File: src/hw/bus_cycle_fsm.sv
// Bus cycle FSM for the CPU memory interface
// Waits for a VP1-037 slot on legacy RAM without turbo
// Issues the one-cycle memory strobe and holds ack until the bus strobe drops
`default_nettype none

module bus_cycle_fsm (
	input  wire logic clk_sys,
	input  wire logic arst_n,
	input  wire logic bus_stb,
	input  wire logic sync,
	input  wire logic access_valid,
	input  wire logic legacy_ram,
	input  wire logic turbo,
	input  wire logic slot,
	output logic      mem_strobe,
	output logic      bus_ack
);

	typedef enum logic [2:0] {
		idle,
		wait_slot,
		access,
		data,
		acked
	} state_t;

	state_t state;
	state_t state_nx;
	logic stb_d;
	logic start;

	assign start = bus_stb & ~stb_d & sync; // New request on the strobe edge

	always_comb begin
		state_nx = state;
		case (state)
			idle: begin
				// Invalid requests are left unanswered
				if (start && access_valid)
					state_nx = (legacy_ram && !turbo) ? wait_slot : access;
			end
			wait_slot: begin
				if (!bus_stb)
					state_nx = idle; // CPU gave up
				else if (slot)
					state_nx = access;
			end
			access: state_nx = data; // Memory samples the request
			data: state_nx = acked; // Read word is registered
			acked: begin
				if (!bus_stb)
					state_nx = idle;
			end
			default: state_nx = idle;
		endcase
	end

	always_ff @(posedge clk_sys or negedge arst_n) begin
		if (!arst_n) begin
			state <= idle;
			stb_d <= 1'b0;
		end else begin
			state <= state_nx;
			stb_d <= bus_stb;
		end
	end

	assign mem_strobe = (state == access);
	assign bus_ack = (state == acked);

endmodule

`default_nettype wire

File: config.mk
export PLATFORM = sky130hd
export DESIGN_NAME = bus_cycle_fsm
export DESIGN_NICKNAME = d
export VERILOG_FILES = /design/src/hw/bus_cycle_fsm.sv
export SDC_FILE = /design/constraint.sdc
export NUM_CORES = 1
export LEC_CHECK = 0
export BUFFER_PORTS_ARGS = -buffer_cell sky130_fd_sc_hd__clkbuf_2
export CORE_AREA = 5 5 42 44
export DETAILED_ROUTE_END_ITERATION = 10
export DIE_AREA = 0 0 47 49
export SETUP_SLACK_MARGIN = 0.02
export SLEW_MARGIN = 25
export SYNTH_ARGS = -nofsm -noshare
export SYNTH_HDL_FRONTEND = slang
export SYNTH_SLANG_ARGS = --single-unit
File: constraint.sdc
create_clock -name clk_sys -period 1.3 [get_ports clk_sys]
set_input_delay 0 -clock clk_sys [delete_from_list [all_inputs] [get_ports clk_sys]]
set_output_delay 0 -clock clk_sys [all_outputs]
set_load 0.02 [all_outputs]
==> flow_metrics.py <==
metrics = {
    "status": {
        "status": "completed",
    },
    "critical_path": {
        "critPathCaptureType": "output pin",
        "rr_worst_depth": 2,
        "worstPathRequired_ns": 1.30,
        "cp-start-kind": "flop",
        "r2r-end": "state[0]$_DFFE_PN0P_",
        "critPathKind": "reg2out",
        "setup.worst_path.start": "state[0]$_DFFE_PN0P_",
        "critPathArrivalTime_ns": 1.17,
        "rr_startpoint": "state[2]$_DFFE_PN0P_",
        "reg2reg_slack_ns": 0.17,
        "path_max_fanout": 7,
    },
    "placed_design": {
        "placed_cells": 43,
        "gp_congestion": 0.627,
        "io_buffer_count": 9,
    },
    "global_route": {
        "grt_use_total_pct": 5.44,
        "antenna_found_initial": 0,
        "grt.overflow.total": 0,
        "grt_pass1_vias": 205,
        "grt_max_degree": 8,
        "grt_pass1_wl_um": 800,
    },
    "floorplan": {
        "die-area_um2": 2300,
        "ios": 10,
        "die_w_um": 47,
        "start_util_pct": 14.4,
        "die_h_um": 49,
        "rows": 14,
        "core_um2": 1400,
    },
    "finish": {
        "drive_gt1_share_pct": 46.9,
        "area_delta_synth_final_pct": 55.9,
        "num-nets-final": 42,
        "num_antenna_cells": 0,
        "fin_cells": 48,
    },
    "hold_path": {
        "min_to": "state[0]$_DFFE_PN0P_",
        "whs_path_depth": 3,
        "hold_start": "sync",
        "hp-class": "in2reg",
    },
    "timing": {
        "max_freq_mhz": 851,
        "tns_ns": 0,
        "slew_violations": 0,
        "tightest_slew_ns": 0.311,
        "fin_crit_ns": 1.17,
        "rsz0062_at_grt": "yes",
        "fin_crit_sh_pct": 90.4,
        "timing_hold_violations_final": 0,
        "fin_skew_ns": 0.00223,
        "setup_viol": 0,
        "slew_headroom_pct": 78.9,
    },
    "routing": {
        "drtIter0Drc": 7,
        "wirelength_um": 487,
        "viasPerCell": 4.17,
        "final_antenna_net_count": 0,
        "drt-wirelength-per-cell_um": 10.1,
        "drc": 0,
        "vias": 200,
        "drtPass1Iterations": 4,
    },
    "cts": {
        "worst_skew_pair.late_latency_ns": 0.23,
        "clkTransAtPathRegs_ns": 0.04,
        "cts_tree": "built",
        "htree_levels": 1,
        "cts_root_buffer": "clkbuf_4",
        "clk_path_buf_depth": 2,
        "cts_setup_buffers": 0,
        "cts_buffers": 3,
        "cts.sink_count": 4,
    },
    "yosys": {
        "synth_cell_type_count": 14,
        "synth_area_leaders": "dfrtp_1 50%, nor3b_2 6.2%, a311oi_1 4.3%",
        "netlist_area_um2": 201,
        "seq_area_frac_synth_pct": 49.7,
        "synth-seq-cells": 4,
        "synth.most_common_cell": "dfrtp_1",
        "synth_nets": 26,
        "ys_top_cells_by_count": "4 x dfrtp_1, 2 x nand2_1",
        "syn_avg_cell_area_um2": 11.2,
        "synth_cells": 18,
        "synthArstFlopShare_pct": 100,
        "synth_ff_type": "dfrtp_1",
        "netlist.area_leader.share_pct": 49.7,
        "synth_edf_count": 0,
        "yosysTopAreaCell": "dfrtp_1",
        "yosysWarnings": 0,
    },
    "run": {
        "drv_cap": 0,
    },
    "power": {
        "ir_worst_vdd_mv": 0.345,
        "leakage_nw": 0.140,
        "p_per_area_nw_per_um2": 1680,
        "total_power_uw": 529,
    },
}
-- final cells by class --
class                   count  area, um2
clock buffers               3       22.5
fillers                   161       1090
multi-input cells          14        106
flip-flops and latches      4        100
well taps                  16       20.0
repair buffers             11       65.1
-- flip-flops by register name, indices dropped and copies added, names as in the netlist --
register,cells
state,3
stb_d,1
-- per-stage QoR --
stage / hold slack, ns / util (%) / cell area [um2] / setup slack (ns)
2_1_floorplan: -0.296 / - / 201 / 0.0216
3_3_place_gp: -0.189 / 19.0 / 267 / 0.168
3_5_place_dp: -0.193 / 19.0 / 267 / 0.174
4_1_cts: 0.0580 / 22.1 / 309 / 0.0928
5_1_grt: 0.0825 / 22.4 / 314 / 0.00968
6_report: 0.0656 / 22.4 / 314 / 0.125
-- worst max-delay path: stages (launching register included) --
cell	delay, ns
dfrtp_1	0.44
nand2b_1	0.21
nor2_1	0.11
clkbuf_2	0.17
-- placed cells by master, fill, tap and decap left out, types with 2 or more instances in the layout --
cell type	netlist	layout
dfrtp_1	4	4
dlygate4sd3_1	0	2
nor3b_2	1	2
nand2_1	2	2
clkbuf_2	0	9
clkbuf_4	0	3
-- layer usage --
metal	up-vias	track usage (%)	part of all wire, %
met5	-	0	0
met4	0	8.29	6.2
met3	4	1.11	8.8
met2	11	5.88	37
met1	86	6.67	48
li1	99	-	-
-- how the worst max path moves through the flow --
stage                            to  slack [ns]  cells after the start
2_1_floorplan  state[2]$_DFFE_PN0P_        0.02                      2
3_3_place_gp   state[0]$_DFFE_PN0P_        0.17                      2
3_5_place_dp   state[0]$_DFFE_PN0P_        0.17                      2
4_1_cts                     bus_ack        0.09                      2
5_1_grt                  mem_strobe        0.01                      3
6_report                 mem_strobe        0.13                      3
-- what timing repair did --
action / 4_1_cts / 5_1_grt
hold endpoints to repair: 5 / 0
hold buffers: 2 / 0
endpoints found under the setup margin: 0 / 1
resized for setup: 0 / 1
-- kinds of logic after synthesis --
| group | after synthesis | synth area share [%] |
|---|---|---|
| AO/OA/AOI/OAI | 4 | 16.2 |
| AND/OR/NAND/NOR | 10 | 34.2 |
| flip-flops | 4 | 49.7 |
-- power breakdown --
group / internal (mW) / switching (mW) / total (mW)
combinational: 0.0818 / 0.0797 / 0.161
clock: 0.103 / 0.0506 / 0.154
sequential: 0.159 / 0.0549 / 0.214
total: 0.344 / 0.185 / 0.529
No activity file was read; power rests on OpenSTA's default activity.
