### config.mk
export PLATFORM = sky130hd
export DESIGN_NAME = vp037_timer
export DESIGN_NICKNAME = d
export VERILOG_FILES = /design/src/hw/vp037_timer.sv
export SDC_FILE = /design/constraint.sdc
export NUM_CORES = 1
export LEC_CHECK = 0
export BUFFER_PORTS_ARGS = -buffer_cell sky130_fd_sc_hd__buf_2
export CAP_MARGIN = 10
export CORE_AREA = 2 2 39 41
export CTS_CLUSTER_SIZE = 8
export DETAILED_ROUTE_END_ITERATION = 8
export DIE_AREA = 0 0 41 43
export HOLD_SLACK_MARGIN = 0.08
export PLACE_DENSITY = 0.37
export SYNTH_ARGS = -nofsm -noshare
export SYNTH_HDL_FRONTEND = slang
export SYNTH_SLANG_ARGS = --single-unit
### constraint.sdc
create_clock -name clk_sys -period 2.06 [get_ports clk_sys]
set_input_delay 0.309 -clock clk_sys [delete_from_list [all_inputs] [get_ports clk_sys]]
set_output_delay 0.309 -clock clk_sys [all_outputs]
set_load 0.01 [all_outputs]
### src/hw/vp037_timer.sv
// VP1-037 video controller phase counter
// Produces the slot in which a legacy CPU access may reach RAM
`default_nettype none

module vp037_timer (
	input  wire logic clk_sys,
	input  wire logic arst_n,
	input  wire logic ce_6mp,
	input  wire logic ce_6mn,
	output logic      slot
);

	logic [2:0] phase; // Eight 6 MHz ticks per memory cycle
	logic quad; // Phase bit 1 delayed by one tick
	logic slot_phase;

	// Quad high with phase 4 is the only CPU window
	assign slot_phase = quad & ~phase[1] & phase[2];

	always_ff @(posedge clk_sys or negedge arst_n) begin
		if (!arst_n) begin
			phase <= 3'd0;
			quad <= 1'b0;
		end else if (ce_6mn) begin
			phase <= phase + 3'd1;
			if (!phase[0])
				quad <= phase[1]; // Sampled on even phases only
		end
	end

	// One clk_sys wide, on the positive half of the 6 MHz clock
	always_ff @(posedge clk_sys or negedge arst_n) begin
		if (!arst_n)
			slot <= 1'b0;
		else
			slot <= ce_6mp & slot_phase;
	end

endmodule

`default_nettype wire

==> results.json, run 1 <==
{
  "r2r-end": "phase[1]",
  "layout_common_cells": "dfrtp_1 (5), buf_2 (4), clkbuf_4 (3)",
  "yosys_register_bits": 5,
  "crit_path_end_kind": "flop",
  "grt_start_max_net_pins": 6,
  "synth_area_um2": 209.0,
  "cts_tree": "built",
  "num_vias": 131,
  "reg2reg_depth": 2,
  "peakVddDrop_mv": 0.7129,
  "h-tree-depth": 1,
  "final_cell_area_um2": 285.3,
  "die_w_um": 41,
  "dr.pass1.iters": 4,
  "report.final.slew_viol_count": 0,
  "synthMuxAreaShare_pct": 12.57,
  "io_pins": 5,
  "drive_gt1_share_pct": 45.45,
  "fmax_ghz": 0.8919,
  "holdPathEnd": "phase[0]",
  "fin_ws_ns": 0.9388,
  "path_class": "flop to flop",
  "start_util_pct": 15.10,
  "clk_latency_ns": 0.24,
  "hold_path_class": "primary input to flop",
  "drt-initial-drc-count": 3,
  "clk_pin_slew_worst_paths_ns": 0.04,
  "yosys.area_share.simple_pct": 13.17,
  "synth_cell_types": 9,
  "fp.dieH_um": 43,
  "drc_errors": 0,
  "final_nets": 28,
  "grt_use_total_pct": 6.054,
  "whs_path_depth": 2,
  "path_max_fanout": 3,
  "hold_viol_final": 0,
  "fin_crit_sh_pct": 54.43,
  "fillers": 147,
  "post-place-cells": 33,
  "avgSynthCellArea_um2": 16.07,
  "synth_top_family_by_area": "simple AND/OR/NAND/NOR gates",
  "tightest_slew_ns": 0.1828,
  "maxSlewHeadroom_pct": 87.82,
  "cts.sinks": 5,
  "synth_compound_area_share_pct": 0,
  "place_ws_ns": 0.9463,
  "r2r_setup_slack_ns": 0.94,
  "cts_root_buf": "clkbuf_4",
  "yosys_warnings": 0,
  "yosys-top-cells-area": "dfrtp_1 (60%), mux2_4 (7.2%), nor2b_4 (6.6%)",
  "port_buffers": 4,
  "grt_setup_unrepaired": "no",
  "grt_pass1_vias": 161,
  "fin_skew_ns": 0.004534,
  "area_delta_synth_final_pct": 36.53,
  "min_period_ns": 1.121,
  "ff_latch_area_um2": 125.1,
  "syn_inst": 13,
  "reg2reg_from": "phase[0]",
  "row_count": 14,
  "synth-xor-area-share_pct": 8.383,
  "num_antenna_cells": 0,
  "hold_start": "ce_6mn",
  "yosysSeqAreaShare_pct": 59.88,
  "yosysTopAreaCellShare_pct": 59.88,
  "crit_arrival_ns": 1.24,
  "dieArea_mm2": 0.001763,
  "maxCapViolCount": 0,
  "p_per_area_mw_per_mm2": 1388,
  "required_ns": 2.18,
  "setup_viol": 0,
  "viasPerCell": 3.447,
  "synth_nets": 18,
  "post_drt_wl_per_cell_um": 8.684,
  "core-area_mm2": 0.001384,
  "multiInputGateArea_um2": 83.83,
  "outcome": "complete, no violations",
  "wl_um": 330,
  "cts.path.max_buffers": 2,
  "fin_tns_setup_ns": 0,
  "grt_antenna_before_repair": 0,
  "leakagePower_nw": 0.1374,
  "yosys.area.top_type": "dfrtp_1",
  "ant_nets": 0,
  "gr-total-overflow": 0,
  "cts_buffers": 3,
  "final_common_cell": "dfrtp_1",
  "dpl_cell_area_um2": 249.0,
  "synthAdderAreaFrac_pct": 5.988,
  "grt_pass1_wl_um": 614,
  "gp_congestion": 0.5480,
  "crit_path_start_kind": "flop",
  "fin_cells": 38
}
==> power breakdown <==
group	switching (mW)	leakage [nW]	internal (mW)	total [mW]
logic	0.0342	0.0619	0.0685	0.103
clock network	0.0378	0.0150	0.0731	0.111
registers	0.0380	0.0606	0.144	0.182
==> how the worst max path moves through the flow <==
| stage | startpoint | to | slack, ns |
|---|---|---|---|
| global placement | phase[0] | phase[1] | 0.98 |
| CTS | phase[0] | phase[1] | 0.94 |
| global route | phase[0] | phase[1] | 0.91 |
| finish | phase[0] | phase[1] | 0.94 |
| detailed placement | phase[0] | phase[1] | 0.95 |
| floorplan | phase[0] | phase[1] | 0.99 |
==> layout make-up <==
| class | count | area share [%] |
|---|---|---|
| clock buffers | 4 | 9.211 |
| repair buffers | 5 | 10.53 |
| flip-flops and latches | 5 | 43.86 |
| multi-input cells | 8 | 29.39 |
| well taps | 16 | 7.018 |
==> logic make-up (layout without fill, tap and decap cells) <==
logic type	Yosys count	count (layout)
DFF	5	5
and+or+nand+nor	3	3
xor gates and xnor gates	2	2
muxes	2	2
adders and majority gates	1	1
buffers and inverters	0	9
==> routing by layer <==
metal	GRT usage, %	share of wire (%)	vias to the layer above
met5	0	0	-
met1	6.209	48	61
met2	6.250	35	7
met4	4.000	1.8	0
met3	7.853	15	2
li1	-	-	61
==> metrics by stage <==
step / power (mW) / util, % / hold slack (ns)
2_1_floorplan: 0.2543 / - / 0.01341
3_3_place_gp: 0.2716 / 17.99 / 0.1235
3_5_place_dp: 0.2856 / 17.99 / 0.1258
4_1_cts: 0.4023 / 20.61 / 0.3029
5_1_grt: 0.4303 / 20.61 / 0.3028
6_report: 0.3959 / 20.61 / 0.3118
==> synthesized netlist by cell type (all sizes together) <==
cell type / instances
dfrtp: 5
nor2b: 1
xor2: 1
ha: 1
nand2: 1
and4b: 1
xnor2: 1
mux2: 2
==> critical path, cell delays in order (launching register included) <==
cell     delay [ns]
dfrtp_1        0.42
ha_1           0.32
mux2_2         0.26
==> timing repair <==
item	4_1_cts	5_1_grt
buffers inserted	0	0
hold buffers	1	0
gates resized for setup	0	0
hold endpoints to repair	5	0
==> state kept, by name, summed over array words and instances, names as in the netlist <==
signal and cells:
phase 3, quad 1, slot 1
Power figures use the tool's default switching activity.
==> inputs of run 2 (changes only) <==
--- a/config.mk
+++ b/config.mk
@@ -5,6 +5,7 @@
 export SDC_FILE = /design/constraint.sdc
 export NUM_CORES = 1
 export LEC_CHECK = 0
+export ABC_AREA = 1
 export BUFFER_PORTS_ARGS = -buffer_cell sky130_fd_sc_hd__buf_2
 export CAP_MARGIN = 10
 export CORE_AREA = 2 2 39 41
@@ -12,7 +13,7 @@
 export DETAILED_ROUTE_END_ITERATION = 8
 export DIE_AREA = 0 0 41 43
 export HOLD_SLACK_MARGIN = 0.08
-export PLACE_DENSITY = 0.37
+export PLACE_DENSITY = 0.39
 export SYNTH_ARGS = -nofsm -noshare
 export SYNTH_HDL_FRONTEND = slang
 export SYNTH_SLANG_ARGS = --single-unit
==> constraint.sdc (replaced) <==
create_clock -name clk_sys -period 1 [get_ports clk_sys]
set_input_delay 0.15 -clock clk_sys [delete_from_list [all_inputs] [get_ports clk_sys]]
set_output_delay 0.15 -clock clk_sys [all_outputs]
set_load 0.01 [all_outputs]
==> run 2 against run 1 <==
  * Die area unchanged
  * Clock skew down 0.00066 ns
  * Final cell count up 29%
  * Largest power group unchanged
==> results.json, run 2 <==
{
  "outcome": "complete, no violations",
  "synth_edf_count": 0,
  "io_pins": 5,
  "final_common_cell": "nand2_1",
  "cts.path.max_buffers": 2,
  "path_buf_inv": 0,
  "area_delta_synth_final_pct": 36.42,
  "final_nets": 39,
  "drc_errors": 0,
  "num_antenna_cells": 0,
  "grt_setup_unrepaired": "no",
  "grt_pass1_vias": 168,
  "row_count": 14,
  "timing.hold.ws_ns": 0.1378,
  "drt-initial-drc-count": 0,
  "path_class": "flop to flop",
  "reg_top3": "phase x3, quad x1, slot x1",
  "yosys_register_bits": 5,
  "report.final.slew_viol_count": 0,
  "syn_inst": 24,
  "cts_tree": "built",
  "clk_pin_slew_worst_paths_ns": 0.04,
  "dr.pass1.iters": 1,
  "core-area_mm2": 0.001384,
  "yosys-top-cells-area": "dfrtp_1 (58%), nand2_1 (14%), inv_1 (6.9%)",
  "fin_total_pwr_mw": 0.8040,
  "synthMuxAreaShare_pct": 0,
  "fp.dieH_um": 43,
  "yosysTopAreaCellShare_pct": 57.80,
  "gp_congestion": 0.7270,
  "synth_compound_area_share_pct": 2.312,
  "leakagePower_nw": 0.1611,
  "slowest_delay_ns": 0.40,
  "post-place-cells": 44,
  "clk_latency_ns": 0.24,
  "hold_viol_final": 0,
  "synth_cell_types": 9,
  "num_vias": 176,
  "yosys_warnings": 0,
  "yosys.area.top_type": "dfrtp_1",
  "fin_skew_ns": 0.003876,
  "crit_arrival_ns": 1.06,
  "setup_viol": 0,
  "start_util_pct": 15.64,
  "fmax_ghz": 1.060,
  "grt_antenna_before_repair": 0,
  "synth_common_cells": "nand2_1 (8), dfrtp_1 (5), inv_1 (4), nand3_1 (2)",
  "hold_path_class": "primary input to flop",
  "grt_pass1_wl_um": 621,
  "regMostFlops": "phase",
  "min_period_ns": 0.9430,
  "yosysSeqAreaShare_pct": 57.80,
  "grt_use_total_pct": 5.948,
  "fin_cells": 49,
  "cts_setup_buffers": 0,
  "yosysMostFrequentCell": "nand2_1",
  "grt_start_max_net_pins": 8,
  "dieArea_mm2": 0.001763,
  "wl_um": 343,
  "drive_gt1_share_pct": 24.24,
  "ys.flop_type": "dfrtp_1",
  "synth_top_family_by_area": "simple AND/OR/NAND/NOR gates",
  "maxCapViolCount": 0,
  "port_buffers": 4,
  "async_reset_ff_share_pct": 100.0,
  "synth_area_um2": 216.5,
  "crit_path_start_kind": "flop",
  "path_max_fanout": 3,
  "yosys.area_share.simple_pct": 20.81,
  "fillers": 153,
  "h-tree-depth": 1,
  "synth_nets": 29,
  "post_drt_wl_per_cell_um": 7.000,
  "fin_tns_setup_ns": 0,
  "critPathTopFamily": "flip-flops",
  "cts_root_buf": "clkbuf_4",
  "p_per_area_mw_per_mm2": 2723,
  "die_w_um": 41,
  "synthAdderAreaFrac_pct": 5.780,
  "synth-xor-area-share_pct": 4.046,
  "fin_crit_sh_pct": 94.30,
  "cts_buffers": 3,
  "cpMaxStageDelayCell": "dfrtp_1",
  "tightest_slew_ns": 0.1433,
  "largest_reg_flops": 3,
  "avgSynthCellArea_um2": 9.019,
  "crit_path_end_kind": "flop",
  "peakVddDrop_mv": 0.8955,
  "fin_util_pct": 21.34,
  "gr-total-overflow": 0,
  "cts.sinks": 5,
  "required_ns": 1.11,
  "worstPathCellList": "ha_1 -> nand2_1 -> o21ai_0",
  "layout_common_cells": "nand2_1 (8), dfrtp_1 (5), inv_1 (4), buf_2 (4), clkbuf_4 (3)",
  "ant_nets": 0,
  "viasPerCell": 3.592,
  "maxSlewHeadroom_pct": 90.37
}
run 2: cell count changes after synthesis, sizes merged:
cell    change
o21ai       +1
clkbuf      +1
nor2b       -1
nor3        +1
mux2        -2
xnor2       -1
nand3       +2
and4b       -1
inv         +4
nand2       +7
run 2: worst min-delay path: stages:
cell and delay, ns:
buf_2 0.09, nand2_1 0.06, nor3_1 0.04
run 2: report_power, final:
group          internal (mW)  switching, mW
clock network          0.151         0.0784
registers              0.290         0.0495
logic                  0.112          0.124
run 2: repair_timing:
action	CTS	global route
endpoints found under the hold margin	5	0
hold buffers	1	0
gates resized for setup	0	0
run 2: path summary, 6_finish.rpt:
| check | to | cells after the start | slack (ns) | startpoint |
|---|---|---|---|---|
| min in group asynchronous | slot | 2 | 0.25 | arst_n |
| min reg2reg | quad | 2 | 0.47 | quad |
| max | phase[1] | 3 | 0.06 | phase[0] |
| max in group asynchronous | phase[1] | 2 | 0.62 | arst_n |
| min | slot | 3 | 0.14 | ce_6mp |
| max reg2reg | phase[1] | 3 | 0.06 | phase[0] |
run 2: area by class of cell:
type	count	area (um2)	area share [%]
Clock buffer	4	26.28	8.898
Tap cell	16	20.02	6.780
Timing Repair Buffer	6	37.54	12.71
Sequential cell	5	125.1	42.37
Multi-Input combinational cell	14	71.32	24.15
Inverter	4	15.01	5.085
run 2: logic make-up (layout without fill, tap and decap cells):
kind of cell / Yosys count / count (layout)
fa+ha+maj: 1 / 1
compound gates: 1 / 1
buf+inv: 5 / 14
simple gates: 11 / 11
flops: 5 / 5
xor+xnor: 1 / 1
run 2: stage by stage:
step / worst slack (ns) / cell area, um2
after global placement: 0.07130 / 259.0
after floorplan: 0.09550 / 216.5
after detailed placement: 0.05644 / 259.0
after global routing: 0.02017 / 295.3
after CTS: 0.04779 / 295.3
final: 0.05698 / 295.3
run 2: routing by layer:
layer	vias up	wire, um	global-route usage [%]	part of all wire, %
met3	0	48	6.283	14
li1	90	-	-	-
met4	0	0	4.000	0
met1	79	169	5.537	49
met5	-	0	0	0
met2	7	125	7.500	36
