**src/hw/bk_mem_pkg.sv**
```systemverilog
// BK0011M/BK0010 physical memory map constants
// CPU bus and memory request structs, system page register layout
// RAM page code decode
`default_nettype none

package bk_mem_pkg;

	localparam int phys_aw = 20; // Physical byte address width

	// RAM pages, 16 KB each
	localparam logic [phys_aw:0] ram_p0 = 21'h00000;
	localparam logic [phys_aw:0] ram_p1 = 21'h04000;
	localparam logic [phys_aw:0] ram_p2 = 21'h08000;
	localparam logic [phys_aw:0] ram_p3 = 21'h0C000;
	localparam logic [phys_aw:0] ram_p4 = 21'h10000;
	localparam logic [phys_aw:0] ram_p5 = 21'h14000; // Screen 0 in BK0010 mode
	localparam logic [phys_aw:0] ram_p6 = 21'h18000;
	localparam logic [phys_aw:0] ram_p7 = 21'h1C000;
	localparam logic [phys_aw:0] ram_ext = 21'h20000; // First address past main RAM

	// Read-only region
	localparam logic [phys_aw:0] rom_start = 21'hE0000;
	localparam logic [phys_aw:0] rom_p10 = 21'hE0000; // BASIC11
	localparam logic [phys_aw:0] rom_p11 = 21'hE4000;
	localparam logic [phys_aw:0] rom_p12 = 21'hE8000;
	localparam logic [phys_aw:0] rom_p13 = 21'hEC000;
	localparam logic [phys_aw:0] bios11 = 21'hF0000;
	localparam logic [phys_aw:0] bios10 = 21'hF4000;
	localparam logic [phys_aw:0] basic10 = 21'hF6000;
	localparam logic [phys_aw:0] mstd_rom = 21'hFE000;
	localparam logic [phys_aw:0] no_mem = 21'h100000; // Nothing mapped here

	// CPU bus address limits
	localparam logic [15:0] io_base = 16'o177600; // Registers start here
	localparam logic [15:0] legacy_top = 16'o177000; // Writable RAM ends here

	localparam int mem_words = 131072; // 64K RAM words plus 64K ROM words

	// System page register, written at 177716 with bit 11 set
	typedef struct packed {
		logic       unused15;
		logic [2:0] win1_page; // RAM page at 040000
		logic       enable;
		logic [2:0] win2_page; // RAM page at 100000
		logic [2:0] unused7_5;
		logic       rom_sel4; // ROM page 13
		logic       rom_sel3; // ROM page 12
		logic       unused2;
		logic       rom_sel1; // ROM page 11
		logic       rom_sel0; // ROM page 10
	} page_reg_t;

	typedef struct packed {
		logic [15:0] addr;
		logic [15:0] din;
		logic [1:0]  wtbt; // Byte enables, bit 0 is the low byte
		logic        we;
		logic        sync;
	} bus_req_t;

	typedef struct packed {
		logic [phys_aw-1:0] addr;
		logic [15:0]        din;
		logic [1:0]         wtbt;
		logic               we;
	} mem_req_t;

	// Page codes are scrambled in hardware
	function automatic logic [phys_aw:0] page_to_phys(input logic [2:0] code);
		case (code)
			3'b110: return ram_p0;
			3'b000: return ram_p1;
			3'b010: return ram_p2;
			3'b011: return ram_p3;
			3'b100: return ram_p4;
			3'b001: return ram_p5;
			3'b111: return ram_p6;
			default: return ram_p7;
		endcase
	endfunction

endpackage

`default_nettype wire

```
**src/hw/page_mapper.sv**
```systemverilog
// System page register with its write edge detector
// CPU bus address to physical address translation, BK0011M and BK0010 maps
// Access validity and legacy RAM classification
`default_nettype none

module page_mapper (
	input  wire logic                 clk_sys,
	input  wire logic                 arst_n,
	input  wire bk_mem_pkg::bus_req_t bus,
	input  wire logic                 bus_stb,
	input  wire logic                 sysreg_sel,
	input  wire logic                 bk0010,
	output bk_mem_pkg::mem_req_t      mem,
	output logic                      access_valid,
	output logic                      legacy_ram
);

	localparam int maw = bk_mem_pkg::phys_aw + 1; // Room for the no_mem marker

	bk_mem_pkg::page_reg_t page_reg;
	bk_mem_pkg::page_reg_t new_reg;
	logic sysreg_write;
	logic sysreg_write_d;
	logic [3:0] rom_sel;
	logic [maw-1:0] win2_base;
	logic [maw-1:0] base11;
	logic [maw-1:0] base10;
	logic [maw-1:0] map11;
	logic [maw-1:0] map10;
	logic [maw-1:0] phys;

	assign sysreg_write = sysreg_sel & bus_stb & bus.we;
	assign new_reg = bus.din;

	// Loads once per write strobe, high byte must be written
	always_ff @(posedge clk_sys or negedge arst_n) begin
		if (!arst_n) begin
			sysreg_write_d <= 1'b0;
			page_reg <= '0;
		end else begin
			sysreg_write_d <= sysreg_write;
			if (sysreg_write & ~sysreg_write_d & new_reg.enable & bus.wtbt[1])
				page_reg <= new_reg;
		end
	end

	assign rom_sel = {page_reg.rom_sel4, page_reg.rom_sel3, page_reg.rom_sel1, page_reg.rom_sel0};

	// Window 2 is ROM when any select flag is set, lowest flag wins
	always_comb begin
		if (rom_sel[0])
			win2_base = bk_mem_pkg::rom_p10;
		else if (rom_sel[1])
			win2_base = bk_mem_pkg::rom_p11;
		else if (rom_sel[2])
			win2_base = bk_mem_pkg::rom_p12;
		else if (rom_sel[3])
			win2_base = bk_mem_pkg::rom_p13;
		else
			win2_base = bk_mem_pkg::page_to_phys(page_reg.win2_page);
	end

	// BK0011M, 16 KB windows
	always_comb begin
		case (bus.addr[15:13])
			3'b000, 3'b001: base11 = bk_mem_pkg::ram_p0;
			3'b010, 3'b011: base11 = bk_mem_pkg::page_to_phys(page_reg.win1_page);
			3'b100, 3'b101: base11 = win2_base;
			3'b110: base11 = bk_mem_pkg::bios11;
			default: base11 = bk_mem_pkg::mstd_rom; // Bit 13 is already set in the base
		endcase
	end

	// BK0010, fixed 8 KB windows
	always_comb begin
		case (bus.addr[15:13])
			3'b000: base10 = bk_mem_pkg::ram_p0;
			3'b001: base10 = bk_mem_pkg::ram_p0 + 21'h02000;
			3'b010: base10 = bk_mem_pkg::ram_p5; // Screen
			3'b011: base10 = bk_mem_pkg::ram_p5 + 21'h02000;
			3'b100: base10 = bk_mem_pkg::bios10;
			3'b101: base10 = bk_mem_pkg::basic10;
			3'b110: base10 = bk_mem_pkg::basic10 + 21'h02000;
			default: base10 = bk_mem_pkg::basic10 + 21'h04000;
		endcase
	end

	assign map11 = base11 | maw'(bus.addr[13:0]);
	assign map10 = base10 | maw'(bus.addr[12:0]);
	assign phys = bk0010 ? map10 : map11;

	// ROM is read-only, registers are never memory
	assign access_valid = (bus.addr < bk_mem_pkg::io_base) && (phys != bk_mem_pkg::no_mem)
		&& (!bus.we || ((bus.addr < bk_mem_pkg::legacy_top) && (phys < bk_mem_pkg::rom_start)));

	assign legacy_ram = phys < bk_mem_pkg::ram_ext; // Shared with the video controller

	always_comb begin
		mem.addr = phys[bk_mem_pkg::phys_aw-1:0];
		mem.din = bus.din;
		mem.wtbt = bus.wtbt;
		mem.we = bus.we;
	end

endmodule

`default_nettype wire

```
**config.mk**
```make
export PLATFORM = sky130hd
export DESIGN_NAME = page_mapper
export DESIGN_NICKNAME = d
export VERILOG_FILES = /design/src/hw/bk_mem_pkg.sv /design/src/hw/page_mapper.sv
export SDC_FILE = /design/constraint.sdc
export NUM_CORES = 1
export LEC_CHECK = 0
export BUFFER_PORTS_ARGS = -buffer_cell sky130_fd_sc_hd__buf_2
export CAP_MARGIN = 20
export CORE_MARGIN = 2
export CORE_UTILIZATION = 33
export CTS_BUF_LIST = sky130_fd_sc_hd__clkbuf_4 sky130_fd_sc_hd__clkbuf_8
export DETAILED_ROUTE_END_ITERATION = 7
export HOLD_SLACK_MARGIN = 0.12
export PLACE_DENSITY = 0.81
export SKIP_LAST_GASP = 1
export SLEW_MARGIN = 20
export SYNTH_ARGS = -nofsm -noshare
export SYNTH_HDL_FRONTEND = slang
export SYNTH_SLANG_ARGS = --single-unit
```
**constraint.sdc**
```tcl
create_clock -name clk_sys -period 1.6 [get_ports clk_sys]
set_input_delay 0.16 -clock clk_sys [delete_from_list [all_inputs] [get_ports clk_sys]]
set_output_delay 0.16 -clock clk_sys [all_outputs]
set_load 0.005 [all_outputs]
```
==> summary.txt, run 1 <==
Route
  – Detailed-route wire length: 1950 um
  – DRT antenna net count: 0
  – Vias per cell: 4.74
  – Vias: 777
  – Initial DRC count: 19
  – Routed length per instance: 11.9 um
  – DRC viols: 0
  – Drt first pass iters: 4

Worst setup path
  – Crit path buf inv count: 1
  – CP startpoint: page_reg[10]$_DFFE_PN0P_
  – CP Max Fanout: 4
  – Reg2Reg Setup Slack: 0.34 ns
  – CP Depth: 5
  – Worst setup path class: flip-flop to output pin
  – Critical path, cell by cell: nor2_1 -> a21oi_1 -> or3_1 -> a221oi_2 -> buf_2
  – Startpoint class of the critical path: flip-flop
  – Slowest cell on crit path: dfrtp_1
  – Crit path capture: mem[33]
  – Max incr delay on CP: 0.41 ns
  – R2R cell count: 3
  – Critical Path Sink Type: output pin
  – R2R Path End: page_reg[10]$_DFFE_PN0P_
  – Critical register-to-register path startpoint: sysreg_write_d$_DFF_PN0_
  – Worst path top cell family by delay: simple AND/OR/NAND/NOR gates
  – CP arrival: 1.56 ns
  – Critical Path RT: 1.44 ns

Finish
  – Fill cell count: 288
  – Final design utilization: 39.9%
  – Area growth syn-to-layout: 17.6%
  – Max reg flops: 10
  – Diodes inserted: 0
  – Layout cells sized above 1: 55.6%
  – Nets: 175

Floorplan
  – Die height: 56.5 um
  – Initial Utilization: 33.9%
  – DIE WIDTH: 56.5 um
  – Ports: 82
  – Core area: 2690 um^2
  – DIE AREA: 3200 um^2
  – FP Rows: 19

CTS
  – CTS H-tree depth: 1
  – Clock sinks: 11
  – Reg clk slew, reported paths: 0.07 ns
  – Total CTS buffers: 3
  – Max clock buf depth: 2
  – TritonCTS clock tree: yes
  – CTS Root Cell: clkbuf_4
  – Skew-Pair Late Insertion Delay: 0.27 ns

STA
  – RSZ-0062 raised after global routing: yes
  – Pin slew with the least headroom to its limit: 0.319 ns
  – Hold Slack: 0.139 ns
  – Final worst-path cycle share: 108%
  – Worst setup margin: -0.120 ns
  – Final max-slew violation count: 0
  – Max Clock Freq: 0.581 GHz
  – Worst clock skew: 0.00599 ns
  – Final hold vios: 0
  – Minimum clock period: 1.72 ns
  – Final Setup Violations: 2
  – Worst slew margin: 78.5%
  – Setup total negative slack: -0.190 ns

Power
  – Cell Pwr Density: 885 nW/um^2
  – Comb pwr share: 34.7%
  – Maximum VDD drop: 0.000344 V
  – Int Pwr: 643 uW
  – Leakage Power: 0.000539 uW
  – Switching part of the total power: 32.2%
  – Clock share of power: 20.9%
  – Sw Pwr: 306 uW
  – Flop pwr share: 44.4%

GRT
  – Total track usage: 11.8%
  – Vias in the first global route: 713
  – Largest net degree at the start of global routing: 15
  – Initial antenna violation count: 0
  – Global-route wire length before repair: 2880 um
  – Grt ovf: 0

Synth
  – Post-synth top area share: 30.2%
  – Mapped Cells: 104
  – Seq cells post-synth: 11
  – YS warnings: 0
  – Synth top cells by count: buf_4, dfrtp_1, o21ai_0
  – Synthesized area per cell: 8.76 um^2
  – Asr flop ratio synth: 100%
  – Net Count, Synth: 145
  – EDFF count, synth: 0
  – Largest area contributor in the netlist: dfrtp_1
  – Synth Flop Type: dfrtp_1
  – Most numerous cell in the Yosys netlist: buf_4
  – Largest cells by area after synthesis: dfrtp_1, buf_4, o21ai_0
  – Register area share after synthesis: 30.2%
  – Synthesized area: 911 um^2
  – Unique cell type count in the Yosys netlist: 27

Status
  – Status: complete, but fails checks
  – Failing checks: setup timing

Placement
  – Port Buffers: 54
  – Dpl hpwl: 1530 um
  – Gpl congestion: 0.799
  – Post-placement worst setup slack: 0.0948 ns

Worst hold path
  – Hold Path Class: primary input to flip-flop

Flow run
  – Max Cap Violations: 0
## worst min path at each step
stage,cells past startpoint,endpoint,startpoint
2_1_floorplan,0,page_reg[0]$_DFFE_PN0P_,arst_n
3_3_place_gp,1,page_reg[14]$_DFFE_PN0P_,arst_n
3_5_place_dp,1,page_reg[14]$_DFFE_PN0P_,arst_n
4_1_cts,2,page_reg[14]$_DFFE_PN0P_,bus[18]
5_1_grt,2,page_reg[14]$_DFFE_PN0P_,bus[18]
6_report,2,page_reg[14]$_DFFE_PN0P_,bus[18]
## logic make-up (layout without fill, tap and decap cells)
kind of cell	Yosys count	count (layout)	synth area share [%]
AO/OA/AOI/OAI	19	19	12.1
adder cells (fa/ha/maj)	2	2	2.20
buffers and inverters	43	72	33.8
flip-flops	11	11	30.2
multiplexers	7	7	9.34
AND/OR/NAND/NOR	22	22	12.4
## routing by layer
| layer | track usage [%] | vias to the layer above | routed length [um] |
|---|---|---|---|
| li1 | - | 378 | - |
| met1 | 11.3 | 341 | 684 |
| met2 | 21.4 | 50 | 1000 |
| met3 | 2.07 | 8 | 196 |
| met4 | 9.52 | 0 | 67 |
| met5 | 0 | - | 0 |
## metrics by stage
step	area (um^2)	instances	total power [uW]
6_report	1070	164	948
5_1_grt	1070	164	1020
4_1_cts	1060	164	947
3_5_place_dp	942	153	688
3_3_place_gp	942	153	679
2_1_floorplan	911	104	625
## layout make-up
class                   instances  area (um^2)  area share (%)
inverters                       6         22.5            2.10
multi-input cells              50          360            33.6
well taps                      31         38.8            3.62
flip-flops and latches         11          277            25.8
repair buffers                 62          343            32.0
clock buffers                   4         30.0            2.80
## cell usage in the layout (no fill, tap or decap)
master / n
buf_2: 54
inv_1: 6
a22oi_2: 1
nor3_1: 1
nand3_1: 2
dlygate4sd3_1: 5
nand2b_1: 1
mux2_2: 4
a21oi_2: 1
a21oi_1: 2
nand2_1: 7
o311ai_0: 1
o21a_1: 1
and4b_1: 1
buf_4: 3
a221oi_2: 1
a211oi_1: 1
o21ai_1: 3
mux2_4: 2
nor4_4: 1
nor2_1: 4
nand2_2: 1
maj3_1: 2
or3_1: 1
nand4_1: 2
mux2i_1: 1
o21ai_0: 8
and3_4: 1
dfrtp_2: 1
clkbuf_4: 4
dfrtp_1: 10
## repair_timing
action | 4_1_cts | 5_1_grt
hold buffers | 5 | 0
buffers inserted | 2 | 0
pin swaps | 2 | 2
endpoints found under the hold margin | 15 | 0
setup endpoints to repair | 7 | 4
gates resized for setup | 4 | 6
## power groups by stage
stage          clock (uW)  combinational (uW)  sequential [uW]
6_report              198                 329              421
3_5_place_dp            0                 276              413
4_1_cts               207                 322              417
5_1_grt               221                 369              431
3_3_place_gp            0                 270              408
2_1_floorplan           0                 229              396
No activity file was read; power rests on OpenSTA's default activity.
==> run 2, diff against run 1 <==
Settings changed: CORE_MARGIN 2 to default.
==> run 2 against run 1 <==
The run still ends with setup timing left. Critical endpoint unchanged. Final area decreased by 1.8%. Core utilization up 1.5 points. Combinational power fell by 2%.
==> summary.txt, run 2 (same netlist as run 1, synthesis figures left out) <==
Worst setup path
  – CP startpoint: page_reg[10]$_DFFE_PN0P_
  – R2R cell count: 3
  – Critical Path Sink Type: output pin
  – Worst setup path class: flip-flop to output pin
  – CP Max Fanout: 5
  – R2R Path End: page_reg[10]$_DFFE_PN0P_
  – CP arrival: 1.62 ns
  – Critical register-to-register path startpoint: sysreg_write_d$_DFF_PN0_
  – Reg2Reg Setup Slack: 0.35 ns
  – Critical Path RT: 1.44 ns
  – Startpoint class of the critical path: flip-flop
  – Crit path capture: mem[33]

STA
  – Pin slew with the least headroom to its limit: 0.313 ns
  – Minimum clock period: 1.78 ns
  – RSZ-0062 raised after global routing: yes
  – Final worst-path cycle share: 111%
  – Final hold vios: 0
  – Worst setup margin: -0.176 ns
  – Worst slew margin: 78.9%
  – Final Setup Violations: 2
  – Hold Slack: 0.132 ns
  – Final max-slew violation count: 0
  – Max Clock Freq: 0.563 GHz
  – Worst clock skew: 0.00420 ns

GRT
  – Initial antenna violation count: 0
  – Vias in the first global route: 616
  – Largest net degree at the start of global routing: 15
  – Grt ovf: 0
  – Global-route wire length before repair: 2520 um
  – Total track usage: 12.2%

Floorplan
  – DIE WIDTH: 54.5 um
  – DIE AREA: 2970 um^2
  – Die height: 54.5 um
  – FP Rows: 18
  – Core area: 2540 um^2
  – Initial Utilization: 35.8%
  – Ports: 82

Route
  – DRT antenna net count: 0
  – Detailed-route wire length: 1860 um
  – Initial DRC count: 3
  – Vias per cell: 4.76
  – Drt first pass iters: 4
  – DRC viols: 0
  – Routed length per instance: 11.5 um
  – Vias: 771

CTS
  – Total CTS buffers: 3
  – Max clock buf depth: 2
  – Reg clk slew, reported paths: 0.06 ns
  – CTS Root Cell: clkbuf_4
  – CTS H-tree depth: 1
  – Clock sinks: 11
  – TritonCTS clock tree: yes
  – Skew-Pair Late Insertion Delay: 0.26 ns

Power
  – Design Power: 939 uW
  – Cell Pwr Density: 892 nW/um^2
  – Maximum VDD drop: 0.000351 V
  – Leakage Power: 0.000534 uW

Status
  – Status: complete, but fails checks
  – Failing checks: setup timing

Placement
  – Dpl hpwl: 1470 um
  – Port Buffers: 54
  – Post-placement worst setup slack: 0.103 ns
  – Gpl congestion: 0.781

Finish
  – Nets: 174
  – Layout cells sized above 1: 54.5%
  – Most common cell after layout, fill and taps aside: buf_2
  – Diodes inserted: 0
  – Max reg flops: 10
  – Area growth syn-to-layout: 15.5%
  – Most frequent cells in the layout: buf_2, dfrtp_1, o21ai_0
  – Final design utilization: 41.3%

Worst hold path
  – Hold Path Class: primary input to flip-flop

Flow run
  – Max Cap Violations: 0
[run 2: timing repair]
action | in CTS | in global routing
setup buffers | 2 | 0
endpoints found under the hold margin | 14 | 0
hold buffers | 4 | 0
resized for setup | 4 | 3
pin swaps | 1 | 1
endpoints found under the setup margin | 7 | 5
[run 2: power breakdown]
part           internal, uW  leakage (uW)  switching [uW]  total, uW
clock                   113     0.0000184            83.4        197
combinational           182      0.000382             140        322
sequential              343      0.000134            77.1        420
[run 2: worst min-delay path by stage]
stage | start | to | slack, ns | cells after the start
2_1_floorplan | arst_n | page_reg[0]$_DFFE_PN0P_ | -0.14 | 0
3_3_place_gp | arst_n | page_reg[14]$_DFFE_PN0P_ | 0.03 | 1
3_5_place_dp | arst_n | page_reg[14]$_DFFE_PN0P_ | 0.03 | 1
4_1_cts | bus[13] | page_reg[9]$_DFFE_PN0P_ | 0.12 | 3
5_1_grt | bus[8] | page_reg[4]$_DFFE_PN0P_ | 0.14 | 2
6_report | bus[13] | page_reg[9]$_DFFE_PN0P_ | 0.13 | 3
[run 2: area by class of cell]
cell class	count	area [um^2]
repair buffers	61	333
multi-input cells	50	353
clock buffers	4	30.0
inverters	6	22.5
fillers	267	1490
flip-flops and latches	11	277
well taps	30	37.5
[run 2: through the flow]
step           instances  cell area (um^2)  setup TNS (ns)
5_1_grt              162              1050          -0.515
6_report             162              1050          -0.208
4_1_cts              162              1050          -0.138
3_5_place_dp         152               941               0
2_1_floorplan        104               911               0
3_3_place_gp         152               941               0
[run 2: per-layer routing]
layer	GRT usage, %	wire length [um]	up-vias
met5	0	0	-
met2	24.4	1040	44
li1	-	-	379
met1	11.6	635	342
met3	1.94	170	6
met4	6.41	17	0
[run 2: worst max-delay path, cell delays in order, from the launching register on]
cell      delay [ns]
dfrtp_1         0.41
nor2_1          0.12
a21oi_1         0.04
or3_1           0.33
a221oi_2        0.29
buf_2           0.16
==> run 3, diff against run 2 <==
Settings changed: CORE_UTILIZATION 33 to 30, CTS_CLUSTER_DIAMETER from default to 120, PLACE_DENSITY 0.81 to 0.76, SLEW_MARGIN 20 to default.
==> run 3 against run 2 <==
The flow finishes with violations (DRC, setup timing). Non-clock buffer count did not move. Clock-buffer cell count did not move. Core utilization fell by 3.7 points. Critical path type unchanged. Critical endpoint unchanged. Highest routed layer unchanged.
==> summary.txt, run 3 (same netlist as run 1, synthesis figures left out) <==
CTS
  – Skew-Pair Late Insertion Delay: 0.26 ns
  – CTS H-tree depth: 1
  – CTS Root Cell: clkbuf_4
  – TritonCTS clock tree: yes
  – Clock sinks: 11
  – Max clock buf depth: 2
  – Reg clk slew, reported paths: 0.06 ns
  – Total CTS buffers: 3

Finish
  – Final design utilization: 37.6%
  – Layout cells sized above 1: 55.3%
  – Diodes inserted: 0
  – Nets: 174
  – Most frequent cells in the layout: buf_2, dfrtp_1, o21ai_0
  – Area growth syn-to-layout: 15.9%
  – Max reg flops: 10
  – Fill cell count: 270
  – Most common cell after layout, fill and taps aside: buf_2
  – Fin area: 1060 um^2

STA
  – Final max-slew violation count: 0
  – Max Clock Freq: 0.587 GHz
  – Worst setup margin: -0.105 ns
  – Pin slew with the least headroom to its limit: 0.411 ns
  – Final hold vios: 0
  – Final Setup Violations: 2
  – Final worst-path cycle share: 107%
  – RSZ-0062 raised after global routing: yes
  – Worst clock skew: 0.000690 ns
  – Minimum clock period: 1.70 ns
  – Worst slew margin: 72.6%

Route
  – Routed length per instance: 11.4 um
  – DRC viols: 20
  – Vias: 759
  – Vias per cell: 4.66
  – DRT antenna net count: 0
  – Drt first pass iters: 6
  – Detailed-route wire length: 1860 um
  – Initial DRC count: 37

Power
  – Maximum VDD drop: 0.000226 V
  – Leakage Power: 0.000534 uW
  – Cell Pwr Density: 883 nW/um^2

GRT
  – Global-route wire length before repair: 2720 um
  – Initial antenna violation count: 0
  – Grt ovf: 0
  – Vias in the first global route: 651
  – Total track usage: 11.1%
  – Largest net degree at the start of global routing: 12

Status
  – Failing checks: DRC, setup timing
  – Status: complete, but fails checks

Floorplan
  – DIE AREA: 3260 um^2
  – Ports: 82
  – DIE WIDTH: 57.1 um
  – Initial Utilization: 32.5%
  – Core area: 2810 um^2
  – Die height: 57.1 um
  – FP Rows: 19

Worst hold path
  – Min-Delay Endpoint: page_reg[3]$_DFFE_PN0P_
  – Hold Path Class: primary input to flip-flop
  – Hold path start: bus[7]
  – Hold depth: 3

Worst setup path
  – Startpoint class of the critical path: flip-flop
  – Critical Path Sink Type: output pin
  – CP arrival: 1.54 ns
  – R2R Path End: page_reg[10]$_DFFE_PN0P_
  – Critical Path RT: 1.44 ns
  – R2R cell count: 2
  – CP Max Fanout: 3
  – Critical register-to-register path startpoint: sysreg_write_d$_DFF_PN0_
  – Reg2Reg Setup Slack: 0.25 ns
  – Worst setup path class: flip-flop to output pin

Placement
  – Gpl congestion: 0.785
  – Placed Area: 950 um^2
  – Dpl hpwl: 1540 um
  – Port Buffers: 54

Flow run
  – Max Cap Violations: 0
-- run 3: routing by layer --
metal	vias to the layer above	GRT usage (%)	wire length, um
li1	375	-	-
met1	327	11.2	716
met2	55	20.5	935
met3	2	2.27	191
met4	0	7.67	14
met5	-	0	0
-- run 3: critical path, stage by stage (launching register included) --
cell and delay [ns]:
dfrtp_1 0.40, nor2_2 0.11, a21oi_1 0.04, or3_1 0.32, a221oi_2 0.26, buf_2 0.15
-- run 3: where the power goes --
group / switching (uW) / total, uW / internal (uW)
combinational: 133 / 311 / 177
sequential: 79.2 / 422 / 343
clock: 86.8 / 200 / 113
-- run 3: repair_timing --
item,in CTS,in global routing
pin swaps,1,1
endpoints found under the setup margin,7,4
endpoints found under the hold margin,13,1
buffers inserted,1,0
hold buffers,3,1
gates resized for setup,4,4
cloned,0,0
-- run 3: cell type report --
type	instances	area, um^2	area share [%]
Multi-Input combinational cell	50	355	33.6
Inverter	6	22.5	2.13
Clock buffer	4	30.0	2.84
Tap cell	31	38.8	3.67
Timing Repair Buffer	61	333	31.5
Sequential cell	11	277	26.2
-- run 3: metrics by stage --
step                hold WS [ns]  std cells  power (uW)  setup TNS [ns]  setup slack (ns)
floorplan                 -0.136        104         625               0             0.299
global placement          0.0343        154         680               0             0.120
CTS                        0.122        162         935          -0.180            -0.104
finish                     0.127        163         933          -0.164            -0.105
detailed placement        0.0394        154         689               0            0.0931
global route               0.124        163        1010          -0.474            -0.219
-- run 3: worst max path at each step --
stage	startpoint	end	slack [ns]	depth (start not counted)
after global placement	page_reg[10]$_DFFE_PN0P_	mem[33]	0.12	5
after CTS	page_reg[10]$_DFFE_PN0P_	mem[33]	-0.10	5
after detailed placement	page_reg[10]$_DFFE_PN0P_	mem[33]	0.09	5
after global routing	page_reg[10]$_DFFE_PN0P_	mem[33]	-0.22	5
final	page_reg[9]$_DFFE_PN0P_	mem[33]	-0.10	5
after floorplan	page_reg[10]$_DFFE_PN0P_	mem[33]	0.30	4
